$ cat config.mk
export PLATFORM = sky130hd
export DESIGN_NAME = mmu_vm_top
export DESIGN_NICKNAME = d
export VERILOG_FILES = /design/src/logic/mmu_pkg.sv /design/src/logic/dcache_if.sv /design/src/logic/dcache.sv /design/src/logic/dtlb.sv /design/src/logic/mmu_vm_top.sv /design/src/logic/ptw.sv
export VERILOG_INCLUDE_DIRS = /design/src /design/src/logic
export SDC_FILE = /design/constraint.sdc
export NUM_CORES = 2
export LEC_CHECK = 0
export BUFFER_PORTS_ARGS = -buffer_cell sky130_fd_sc_hd__buf_2
export CAP_MARGIN = 20
export CORE_ASPECT_RATIO = 0.5
export CORE_MARGIN = 2
export CORE_UTILIZATION = 55
export CTS_CLUSTER_DIAMETER = 100
export CTS_CLUSTER_SIZE = 20
export DETAILED_ROUTE_END_ITERATION = 7
export GPL_TIMING_DRIVEN = 0
export PLACE_DENSITY_LB_ADDON = 0.12
export SYNTH_ARGS = -nofsm -noshare
export SYNTH_HDL_FRONTEND = slang
export SYNTH_HIERARCHICAL = 1
export SYNTH_SLANG_ARGS = --single-unit
$ cat constraint.sdc
create_clock -name clk_i -period 8.8 [get_ports clk_i]
set_clock_uncertainty 0.15 [all_clocks]
set_input_delay 1.32 -clock clk_i [delete_from_list [all_inputs] [get_ports clk_i]]
set_output_delay 1.32 -clock clk_i [all_outputs]
set_load 0.02 [all_outputs]
$ cat src/logic/mmu_defines.svh
// MMU geometry: address, data, TLB and page table widths and sizes
`ifndef MMU_DEFINES_SVH
`define MMU_DEFINES_SVH

// Address and data widths
`define MMU_VADDR_W 20
`define MMU_PADDR_W 16
`define MMU_DATA_W 32

// 256-byte pages
`define MMU_PAGE_OFFSET_W 8

// Page tags, derived
`define MMU_VTAG_W (`MMU_VADDR_W - `MMU_PAGE_OFFSET_W)
`define MMU_PTAG_W (`MMU_PADDR_W - `MMU_PAGE_OFFSET_W)

// Two-level page table, six index bits per level
`define MMU_PT_INDEX_W 6

// Translation buffer entries
`define MMU_TLB_ELS 8

// Cache sets, one word per set
`define MMU_DCACHE_SETS 64

`endif

$ cat src/logic/mmu_pkg.sv
// MMU package: operation, TLB entry, cache packet, PTE and walker state types
`default_nettype none

`include "mmu_defines.svh"

package mmu_pkg;

  typedef enum logic {
    MEM_LOAD  = 1'b0,
    MEM_STORE = 1'b1
  } mem_op_e;

  typedef struct packed {
    logic [`MMU_PTAG_W-1:0] ptag;
  } tlb_entry_s;

  // Cache access, untranslated part of the address only
  typedef struct packed {
    mem_op_e                       op;
    logic [`MMU_PAGE_OFFSET_W-1:0] page_offset;
    logic [`MMU_DATA_W-1:0]        data;
  } dcache_pkt_s;

  // Page table entry as read from memory
  typedef struct packed {
    logic [`MMU_DATA_W-`MMU_PTAG_W-9:0] rsvd_hi;
    logic [`MMU_PTAG_W-1:0]             ppn;
    logic [5:0]                         rsvd_lo;
    logic                               leaf;
    logic                               valid;
  } pte_s;

  typedef enum logic [2:0] {
    PTW_IDLE,
    PTW_L1_REQ,
    PTW_L1_WAIT,
    PTW_L0_REQ,
    PTW_L0_WAIT,
    PTW_WRITE
  } ptw_state_e;

endpackage

`default_nettype wire

$ cat src/logic/dcache_if.sv
// Cache port bundle: request packet with physical tag, single-cycle response
`timescale 1ns/10ps
`default_nettype none

`include "mmu_defines.svh"

interface dcache_if;

  // Request
  logic                   pkt_v;
  mmu_pkg::dcache_pkt_s   pkt;
  logic [`MMU_PTAG_W-1:0] ptag;
  logic                   tlb_miss;

  // Response, the cycle after a packet is taken
  logic                   ready;
  logic                   v;
  logic [`MMU_DATA_W-1:0] data;
  logic                   miss;

  modport requester (
    output pkt_v, pkt, ptag, tlb_miss,
    input  ready, v, data, miss
  );

  modport cache (
    input  pkt_v, pkt, ptag, tlb_miss,
    output ready, v, data, miss
  );

endinterface

`default_nettype wire

$ cat src/logic/dcache.sv
// Data cache: direct-mapped, write-through, no write-allocate, single-word fill
`timescale 1ns/10ps
`default_nettype none

`include "mmu_defines.svh"

module dcache (
  input  wire                      clk_i,
  input  wire                      rst_n_i,

  dcache_if.cache                  cache,
  input  wire                      poison_i,

  output logic                     mem_rd_v_o,
  output logic                     mem_wr_v_o,
  output logic [`MMU_PADDR_W-1:0]  mem_addr_o,
  output logic [`MMU_DATA_W-1:0]   mem_wdata_o,
  input  wire [`MMU_DATA_W-1:0]    mem_rdata_i,
  input  wire                      mem_rdata_v_i
);

  localparam int IDX_W  = $clog2(`MMU_DCACHE_SETS);
  localparam int BYTE_W = `MMU_PAGE_OFFSET_W - IDX_W;

  // Storage
  logic [`MMU_DCACHE_SETS-1:0] valid_r;
  logic [`MMU_PTAG_W-1:0]      tag_mem  [`MMU_DCACHE_SETS];
  logic [`MMU_DATA_W-1:0]      data_mem [`MMU_DCACHE_SETS];

  // Second-stage request
  logic                   req_v_r;
  mmu_pkg::dcache_pkt_s   pkt_r;
  logic [`MMU_PTAG_W-1:0] ptag_r;
  logic                   fill_busy_r;

  logic                   take;
  logic [IDX_W-1:0]       idx;
  logic                   hit;
  logic                   is_store;
  logic                   load_miss;
  logic                   store_ok;
  logic                   fill_done;

  assign take = cache.pkt_v & cache.ready;

  assign idx       = pkt_r.page_offset[`MMU_PAGE_OFFSET_W-1:BYTE_W];
  assign hit       = valid_r[idx] && (tag_mem[idx] == ptag_r);
  assign is_store  = (pkt_r.op == mmu_pkg::MEM_STORE);
  assign load_miss = req_v_r & ~is_store & ~hit & ~poison_i;
  assign store_ok  = req_v_r & is_store & ~poison_i;
  assign fill_done = fill_busy_r & mem_rdata_v_i;

  // Closed from the miss cycle until the fill word is written
  assign cache.ready = ~fill_busy_r & ~load_miss;

  // Stores always answer, loads only on a hit
  assign cache.v    = req_v_r & ~poison_i & (is_store | hit);
  assign cache.miss = load_miss;
  assign cache.data = data_mem[idx];

  // Fill request and write-through share the word address
  assign mem_rd_v_o  = load_miss;
  assign mem_wr_v_o  = store_ok;
  assign mem_addr_o  = {ptag_r, idx, {BYTE_W{1'b0}}};
  assign mem_wdata_o = pkt_r.data;

  always_ff @(posedge clk_i or negedge rst_n_i) begin
    if (!rst_n_i) begin
      req_v_r     <= 1'b0;
      fill_busy_r <= 1'b0;
      valid_r     <= '0;
    end else begin
      // Packets without a translation get no response
      req_v_r <= take & ~cache.tlb_miss;
      if (load_miss) begin
        fill_busy_r <= 1'b1;
      end else if (fill_done) begin
        fill_busy_r <= 1'b0;
      end
      if (fill_done) begin
        valid_r[idx] <= 1'b1;
      end
    end
  end

  always_ff @(posedge clk_i) begin
    if (take) begin
      pkt_r  <= cache.pkt;
      ptag_r <= cache.ptag;
    end
  end

  always_ff @(posedge clk_i) begin
    if (fill_done) begin
      tag_mem[idx]  <= ptag_r;
      data_mem[idx] <= mem_rdata_i;
    end else if (store_ok && hit) begin
      data_mem[idx] <= pkt_r.data;
    end
  end

endmodule

`default_nettype wire

$ cat src/logic/dtlb.sv
// Data TLB: fully associative lookup with round-robin refill
`timescale 1ns/10ps
`default_nettype none

`include "mmu_defines.svh"

module dtlb (
  input  wire                      clk_i,
  input  wire                      rst_n_i,

  input  wire                      r_v_i,
  input  wire [`MMU_VTAG_W-1:0]    r_vtag_i,
  output mmu_pkg::tlb_entry_s      r_entry_o,

  output logic                     miss_v_o,
  output logic [`MMU_VTAG_W-1:0]   miss_vtag_o,

  input  wire                      w_v_i,
  input  wire [`MMU_VTAG_W-1:0]    w_vtag_i,
  input  wire mmu_pkg::tlb_entry_s w_entry_i
);

  localparam int IDX_W = $clog2(`MMU_TLB_ELS);

  logic [`MMU_TLB_ELS-1:0] valid_r;
  logic [`MMU_VTAG_W-1:0]  vtag_mem  [`MMU_TLB_ELS];
  mmu_pkg::tlb_entry_s     entry_mem [`MMU_TLB_ELS];
  logic [IDX_W-1:0]        victim_r;
  logic                    hit;

  // Parallel compare over all valid entries
  always_comb begin
    hit       = 1'b0;
    r_entry_o = '0;
    for (int i = 0; i < `MMU_TLB_ELS; i++) begin
      if (valid_r[i] && (vtag_mem[i] == r_vtag_i)) begin
        hit       = 1'b1;
        r_entry_o = entry_mem[i];
      end
    end
  end

  assign miss_v_o = r_v_i & ~hit;

  // Missing tag held for the walker
  always_ff @(posedge clk_i) begin
    if (miss_v_o) begin
      miss_vtag_o <= r_vtag_i;
    end
  end

  always_ff @(posedge clk_i or negedge rst_n_i) begin
    if (!rst_n_i) begin
      valid_r  <= '0;
      victim_r <= '0;
    end else if (w_v_i) begin
      valid_r[victim_r] <= 1'b1;
      victim_r          <= victim_r + 1'b1;
    end
  end

  always_ff @(posedge clk_i) begin
    if (w_v_i) begin
      vtag_mem[victim_r]  <= w_vtag_i;
      entry_mem[victim_r] <= w_entry_i;
    end
  end

endmodule

`default_nettype wire

$ cat src/logic/mmu_vm_top.sv
// MMU top: TLB lookup, walker and cache steering, core command and response
`timescale 1ns/10ps
`default_nettype none

`include "mmu_defines.svh"

module mmu_vm_top (
  input  wire                     clk_i,
  input  wire                     rst_n_i,
  input  wire [`MMU_PTAG_W-1:0]   satp_ppn_i,

  input  wire                     mmu_cmd_v_i,
  input  wire mmu_pkg::mem_op_e   mmu_cmd_op_i,
  input  wire [`MMU_VADDR_W-1:0]  mmu_cmd_vaddr_i,
  input  wire [`MMU_DATA_W-1:0]   mmu_cmd_data_i,
  output logic                    mmu_cmd_ready_o,

  input  wire                     chk_poison_i,

  output logic                    mmu_resp_v_o,
  output logic [`MMU_DATA_W-1:0]  mmu_resp_data_o,
  output logic                    mmu_resp_tlb_miss_o,
  output logic                    mmu_resp_cache_miss_o,

  output logic                    mem_rd_v_o,
  output logic                    mem_wr_v_o,
  output logic [`MMU_PADDR_W-1:0] mem_addr_o,
  output logic [`MMU_DATA_W-1:0]  mem_wdata_o,
  input  wire [`MMU_DATA_W-1:0]   mem_rdata_i,
  input  wire                     mem_rdata_v_i
);

  logic [`MMU_VTAG_W-1:0]        vtag;
  logic [`MMU_PAGE_OFFSET_W-1:0] page_offset;

  logic                   tlb_miss, tlb_miss_r, tlb_w_v;
  logic [`MMU_VTAG_W-1:0] tlb_miss_vtag, tlb_w_vtag;
  mmu_pkg::tlb_entry_s    tlb_r_entry, tlb_w_entry;

  logic                   ptw_busy, ptw_pkt_v;
  mmu_pkg::dcache_pkt_s   ptw_pkt, core_pkt;
  logic [`MMU_PTAG_W-1:0] ptw_ptag;

  logic                   ready_en_r;
  logic                   cmd_fire;

  dcache_if dc_if ();

  assign {vtag, page_offset} = mmu_cmd_vaddr_i;

  assign mmu_cmd_ready_o = ready_en_r & dc_if.ready & ~tlb_miss_r & ~ptw_busy;
  assign cmd_fire        = mmu_cmd_v_i & mmu_cmd_ready_o;

  dtlb u_dtlb (
    .clk_i       (clk_i),
    .rst_n_i     (rst_n_i),
    .r_v_i       (cmd_fire),
    .r_vtag_i    (vtag),
    .r_entry_o   (tlb_r_entry),
    .miss_v_o    (tlb_miss),
    .miss_vtag_o (tlb_miss_vtag),
    .w_v_i       (tlb_w_v),
    .w_vtag_i    (tlb_w_vtag),
    .w_entry_i   (tlb_w_entry)
  );

  ptw u_ptw (
    .clk_i           (clk_i),
    .rst_n_i         (rst_n_i),
    .base_ppn_i      (satp_ppn_i),
    .tlb_miss_v_i    (tlb_miss_r),
    .tlb_miss_vtag_i (tlb_miss_vtag),
    .busy_o          (ptw_busy),
    .tlb_w_v_o       (tlb_w_v),
    .tlb_w_vtag_o    (tlb_w_vtag),
    .tlb_w_entry_o   (tlb_w_entry),
    .dcache_v_o      (ptw_pkt_v),
    .dcache_pkt_o    (ptw_pkt),
    .dcache_ptag_o   (ptw_ptag),
    .dcache_ready_i  (dc_if.ready),
    .dcache_v_i      (dc_if.v),
    .dcache_miss_i   (dc_if.miss),
    .dcache_data_i   (dc_if.data)
  );

  dcache u_dcache (
    .clk_i         (clk_i),
    .rst_n_i       (rst_n_i),
    .cache         (dc_if.cache),
    .poison_i      (chk_poison_i & ~ptw_busy),
    .mem_rd_v_o    (mem_rd_v_o),
    .mem_wr_v_o    (mem_wr_v_o),
    .mem_addr_o    (mem_addr_o),
    .mem_wdata_o   (mem_wdata_o),
    .mem_rdata_i   (mem_rdata_i),
    .mem_rdata_v_i (mem_rdata_v_i)
  );

  // Walker owns the cache while busy
  always_comb begin
    core_pkt.op          = mmu_cmd_op_i;
    core_pkt.page_offset = page_offset;
    core_pkt.data        = mmu_cmd_data_i;

    dc_if.pkt_v    = ptw_busy ? ptw_pkt_v : cmd_fire;
    dc_if.pkt      = ptw_busy ? ptw_pkt : core_pkt;
    dc_if.ptag     = ptw_busy ? ptw_ptag : tlb_r_entry.ptag;
    dc_if.tlb_miss = ptw_busy ? 1'b0 : tlb_miss;
  end

  always_ff @(posedge clk_i or negedge rst_n_i) begin
    if (!rst_n_i) begin
      tlb_miss_r <= 1'b0;
      ready_en_r <= 1'b0;
    end else begin
      tlb_miss_r <= cmd_fire & tlb_miss;
      ready_en_r <= 1'b1;
    end
  end

  // Walker traffic never reaches the core
  assign mmu_resp_v_o = ~ptw_busy & (dc_if.v | dc_if.miss | (tlb_miss_r & ~chk_poison_i));
  assign mmu_resp_data_o       = dc_if.data;
  assign mmu_resp_tlb_miss_o   = tlb_miss_r;
  assign mmu_resp_cache_miss_o = dc_if.miss;

endmodule

`default_nettype wire

$ cat src/logic/ptw.sv
// Page table walker: two-level walk through the data cache, refills the TLB
`timescale 1ns/10ps
`default_nettype none

`include "mmu_defines.svh"

module ptw (
  input  wire                       clk_i,
  input  wire                       rst_n_i,
  input  wire [`MMU_PTAG_W-1:0]     base_ppn_i,

  input  wire                       tlb_miss_v_i,
  input  wire [`MMU_VTAG_W-1:0]     tlb_miss_vtag_i,
  output logic                      busy_o,

  output logic                      tlb_w_v_o,
  output logic [`MMU_VTAG_W-1:0]    tlb_w_vtag_o,
  output mmu_pkg::tlb_entry_s       tlb_w_entry_o,

  output logic                      dcache_v_o,
  output mmu_pkg::dcache_pkt_s      dcache_pkt_o,
  output logic [`MMU_PTAG_W-1:0]    dcache_ptag_o,
  input  wire                       dcache_ready_i,
  input  wire                       dcache_v_i,
  input  wire                       dcache_miss_i,
  input  wire [`MMU_DATA_W-1:0]     dcache_data_i
);

  localparam int PTE_BYTE_W = `MMU_PAGE_OFFSET_W - `MMU_PT_INDEX_W;

  mmu_pkg::ptw_state_e         state_r, state_n;
  logic [`MMU_VTAG_W-1:0]      vtag_r;
  logic [`MMU_PTAG_W-1:0]      ppn_r, ppn_n;
  logic                        in_l1;
  logic [`MMU_PT_INDEX_W-1:0]  pt_index;
  mmu_pkg::pte_s               pte;

  assign pte   = mmu_pkg::pte_s'(dcache_data_i);
  assign in_l1 = (state_r == mmu_pkg::PTW_L1_REQ) || (state_r == mmu_pkg::PTW_L1_WAIT);

  // Upper tag bits index level one, lower bits level zero
  assign pt_index = in_l1 ? vtag_r[`MMU_VTAG_W-1 -: `MMU_PT_INDEX_W]
                          : vtag_r[`MMU_PT_INDEX_W-1:0];

  always_comb begin
    state_n = state_r;
    ppn_n   = ppn_r;
    unique case (state_r)
      mmu_pkg::PTW_IDLE: begin
        if (tlb_miss_v_i) begin
          state_n = mmu_pkg::PTW_L1_REQ;
          ppn_n   = base_ppn_i;
        end
      end
      mmu_pkg::PTW_L1_REQ, mmu_pkg::PTW_L0_REQ: begin
        if (dcache_ready_i) begin
          state_n = in_l1 ? mmu_pkg::PTW_L1_WAIT : mmu_pkg::PTW_L0_WAIT;
        end
      end
      mmu_pkg::PTW_L1_WAIT, mmu_pkg::PTW_L0_WAIT: begin
        if (dcache_v_i) begin
          if (!pte.valid) begin
            state_n = mmu_pkg::PTW_IDLE;
          end else begin
            ppn_n   = pte.ppn;
            // Leaf at level one is a large mapping, stop early
            state_n = (pte.leaf || !in_l1) ? mmu_pkg::PTW_WRITE : mmu_pkg::PTW_L0_REQ;
          end
        end else if (dcache_miss_i) begin
          // Reissue once the fill is done
          state_n = in_l1 ? mmu_pkg::PTW_L1_REQ : mmu_pkg::PTW_L0_REQ;
        end
      end
      mmu_pkg::PTW_WRITE: state_n = mmu_pkg::PTW_IDLE;
      default: state_n = mmu_pkg::PTW_IDLE;
    endcase
  end

  always_ff @(posedge clk_i or negedge rst_n_i) begin
    if (!rst_n_i) begin
      state_r <= mmu_pkg::PTW_IDLE;
    end else begin
      state_r <= state_n;
    end
  end

  always_ff @(posedge clk_i) begin
    ppn_r <= ppn_n;
    if ((state_r == mmu_pkg::PTW_IDLE) && tlb_miss_v_i) begin
      vtag_r <= tlb_miss_vtag_i;
    end
  end

  assign busy_o = (state_r != mmu_pkg::PTW_IDLE);

  // PTE loads
  assign dcache_v_o = (state_r == mmu_pkg::PTW_L1_REQ) || (state_r == mmu_pkg::PTW_L0_REQ);
  assign dcache_pkt_o.op          = mmu_pkg::MEM_LOAD;
  assign dcache_pkt_o.page_offset = {pt_index, {PTE_BYTE_W{1'b0}}};
  assign dcache_pkt_o.data        = '0;
  assign dcache_ptag_o            = ppn_r;

  assign tlb_w_v_o          = (state_r == mmu_pkg::PTW_WRITE);
  assign tlb_w_vtag_o       = vtag_r;
  assign tlb_w_entry_o.ptag = ppn_r;

endmodule

`default_nettype wire

==> impl_metrics.ini <==
[routing]
wl_met1_um = 116500
drtAntennaViolNets = 0
wl_per_cell_um = 35.47
top_layer = met5
routed_wl_um = 303900
dr_wl_met2_um = 142800
detail_route.vias_per_cell = 6.604
post-route-drc-count = 0
dr.first_iter.drc_count = 7965
routed-via-count = 56589
firstDrtPassIters = 6
wl_met3_um = 34380

[worst_setup_path]
critPathKind = flop to output pin
r2r_cells = 18
r2r-end = u_dcache/ptag_r[5]
worstPathMaxFanout = 19
crit_arrival_ns = 7.08
required_ns = 7.33
endpoint_kind = output pin
cpPeakStageDelay_ns = 0.84
start_kind = flop
regToRegSetupSlack_ns = 0.68
cp_cell_sequence = buf_2 -> buf_1 -> buf_8 -> clkbuf_1 -> clkbuf_2 -> clkbuf_1 -> mux4_2 -> mux4_2 -> nand2_1 -> a31oi_1 -> buf_2
crit_slowest_cell = a31oi_1

[floorplanning]
rows = 117
chipWidth_um = 645.0
ios = 184
dieArea_mm2 = 0.2093
die_y_um = 324.5
core_area_mm2 = 0.2038
start_util_pct = 55.46

[layout]
finalNetCount = 5868
drive_gt1_share_pct = 31.10
final_cells = 8569
multiInputGateArea_mm2 = 0.02598
final_cell_mix = edfxtp_1 (2799), mux4_2 (741), buf_2 (221)
fill_cells = 13488
regArea_mm2 = 0.08622
mostFrequentLayoutCell = edfxtp_1
syn_to_final_growth_pct = 13.49

[synthesis]
synthCells = 5095
ys_warn_count = 6
syn_avg_cell_area_um2 = 22.18
syn_area_mm2 = 0.1130

[cts]
clk_latency_ns = 0.86
cts_sinks = 2887
numCtsBuffers = 170
cts_setup_buffers = 0
cts_max_level = 4
path_clk_slew_ns = 0.09
cts_hold_buf = 0
cts_tree = built
clockRootBuffer = clkbuf_16
clockBufferDepth = 4

[power]
p_per_area_mw_per_mm2 = 294.5
cellLeakagePower_nw = 40.71
peakVddDrop_uv = 154.6
total_power_w = 0.03777

[sta]
rsz0062_at_grt = false
hold_violations = 0
fin_ws_ns = 0.2474
period_share_pct = 97.19
min_period_ns = 8.553
relSlewSlack_pct = 16.68
setup_viol = 0
slew_viol_final = 0
clock.fmax_mhz = 116.9
worstMarginPinSlew_ns = 1.247

[global_route]
grt_overflow_total = 0
grt_max_degree = 68
grt_pass1_vias = 56253
antenna_found_initial = 16
grt_pass1_wl_um = 425300
track_usage_pct = 29.08

[outcome]
status = finished, final reports clean

[placement]
dp_hpwl_um = 211700
gp_congestion = 0.9282
port_buffers = 179
dp_slack_ns = 0.4072
dpl.cell_count = 8294

[worst_hold_path]
hold_path_class = input pin to asynchronous set/reset pin

[flow_run]
max-cap-violations = 0
repair_timing:
action	in CTS	in global routing
setup endpoints to repair	7	0
endpoints found under the hold margin	0	0
gates resized for setup	5	0
per-stage QoR:
| stage | hold slack [ns] | util [%] | setup TNS, ns | cell area (um2) |
|---|---|---|---|---|
| floorplan | 0.2503 | - | 0 | 113100 |
| global placement | 0.2516 | 57.64 | -6182.06 | 117500 |
| detailed placement | 0.2563 | 60.39 | 0 | 123100 |
| CTS | 0.2045 | 62.66 | 0 | 127700 |
| global route | 0.2343 | 62.93 | 0 | 128200 |
| finish | 0.2548 | 62.94 | 0 | 128300 |
metal layers:
metal | vias up | GRT usage [%]
li1 | 22428 | -
met2 | 3191 | 44.99
met4 | 2 | 8.829
met1 | 30485 | 41.40
met3 | 483 | 7.496
met5 | - | 0
power breakdown:
part           total [W]  switching (W)  internal (W)
Combinational     0.0139        0.00827       0.00559
Sequential        0.0160       0.000274        0.0158
Clock            0.00788        0.00425       0.00363
Total             0.0378         0.0128        0.0250
registers in the layout, summed over array words and instances, names as in the netlist, 3 cells and up, named ones only:
signal	cells
u_dcache/mem_wdata_o	32
u_dtlb/valid_r	8
u_dtlb/vtag_mem	96
u_dcache/ptag_r	8
u_dtlb/entry_mem	64
u_ptw/tlb_w_vtag_o	12
u_ptw/state_r	3
u_dcache/valid_r	64
u_dcache/mem_addr_o	6
u_dtlb/victim_r	3
u_ptw/dcache_ptag_o	8
u_dtlb/miss_vtag_o	12
u_dcache/tag_mem	512
u_dcache/data_mem	2048
worst max-delay path: cells and delay by family, from the launching register on:
kind            cells  cell delay [ns]
compound gates      1             0.84
buf+inv             7             3.89
simple gates        1             0.09
mux                 2             0.72
flops               1             0.61
final cells by class:
type,count,area share (%)
Multi-Input combinational cell,1895,20.26
Clock inverter,3,0.02634
Sequential cell,2887,67.23
Buffer,325,1.329
Clock buffer,226,3.564
Antenna cell,6,0.01171
Tap cell,2737,2.670
Inverter,20,0.06244
Timing Repair Buffer,470,4.851
worst max path at each step:
stage	endpoint	slack, ns
after floorplan	u_dcache/is_store	2.60
after global placement	u_dcache/data_mem[40][27]	-3.73
after detailed placement	mmu_resp_data_o[9]	0.41
after CTS	mmu_resp_data_o[13]	0.36
after global routing	mmu_resp_data_o[11]	0.20
final	mmu_resp_data_o[11]	0.25
Note: power is estimated with default switching activity, not from simulation.
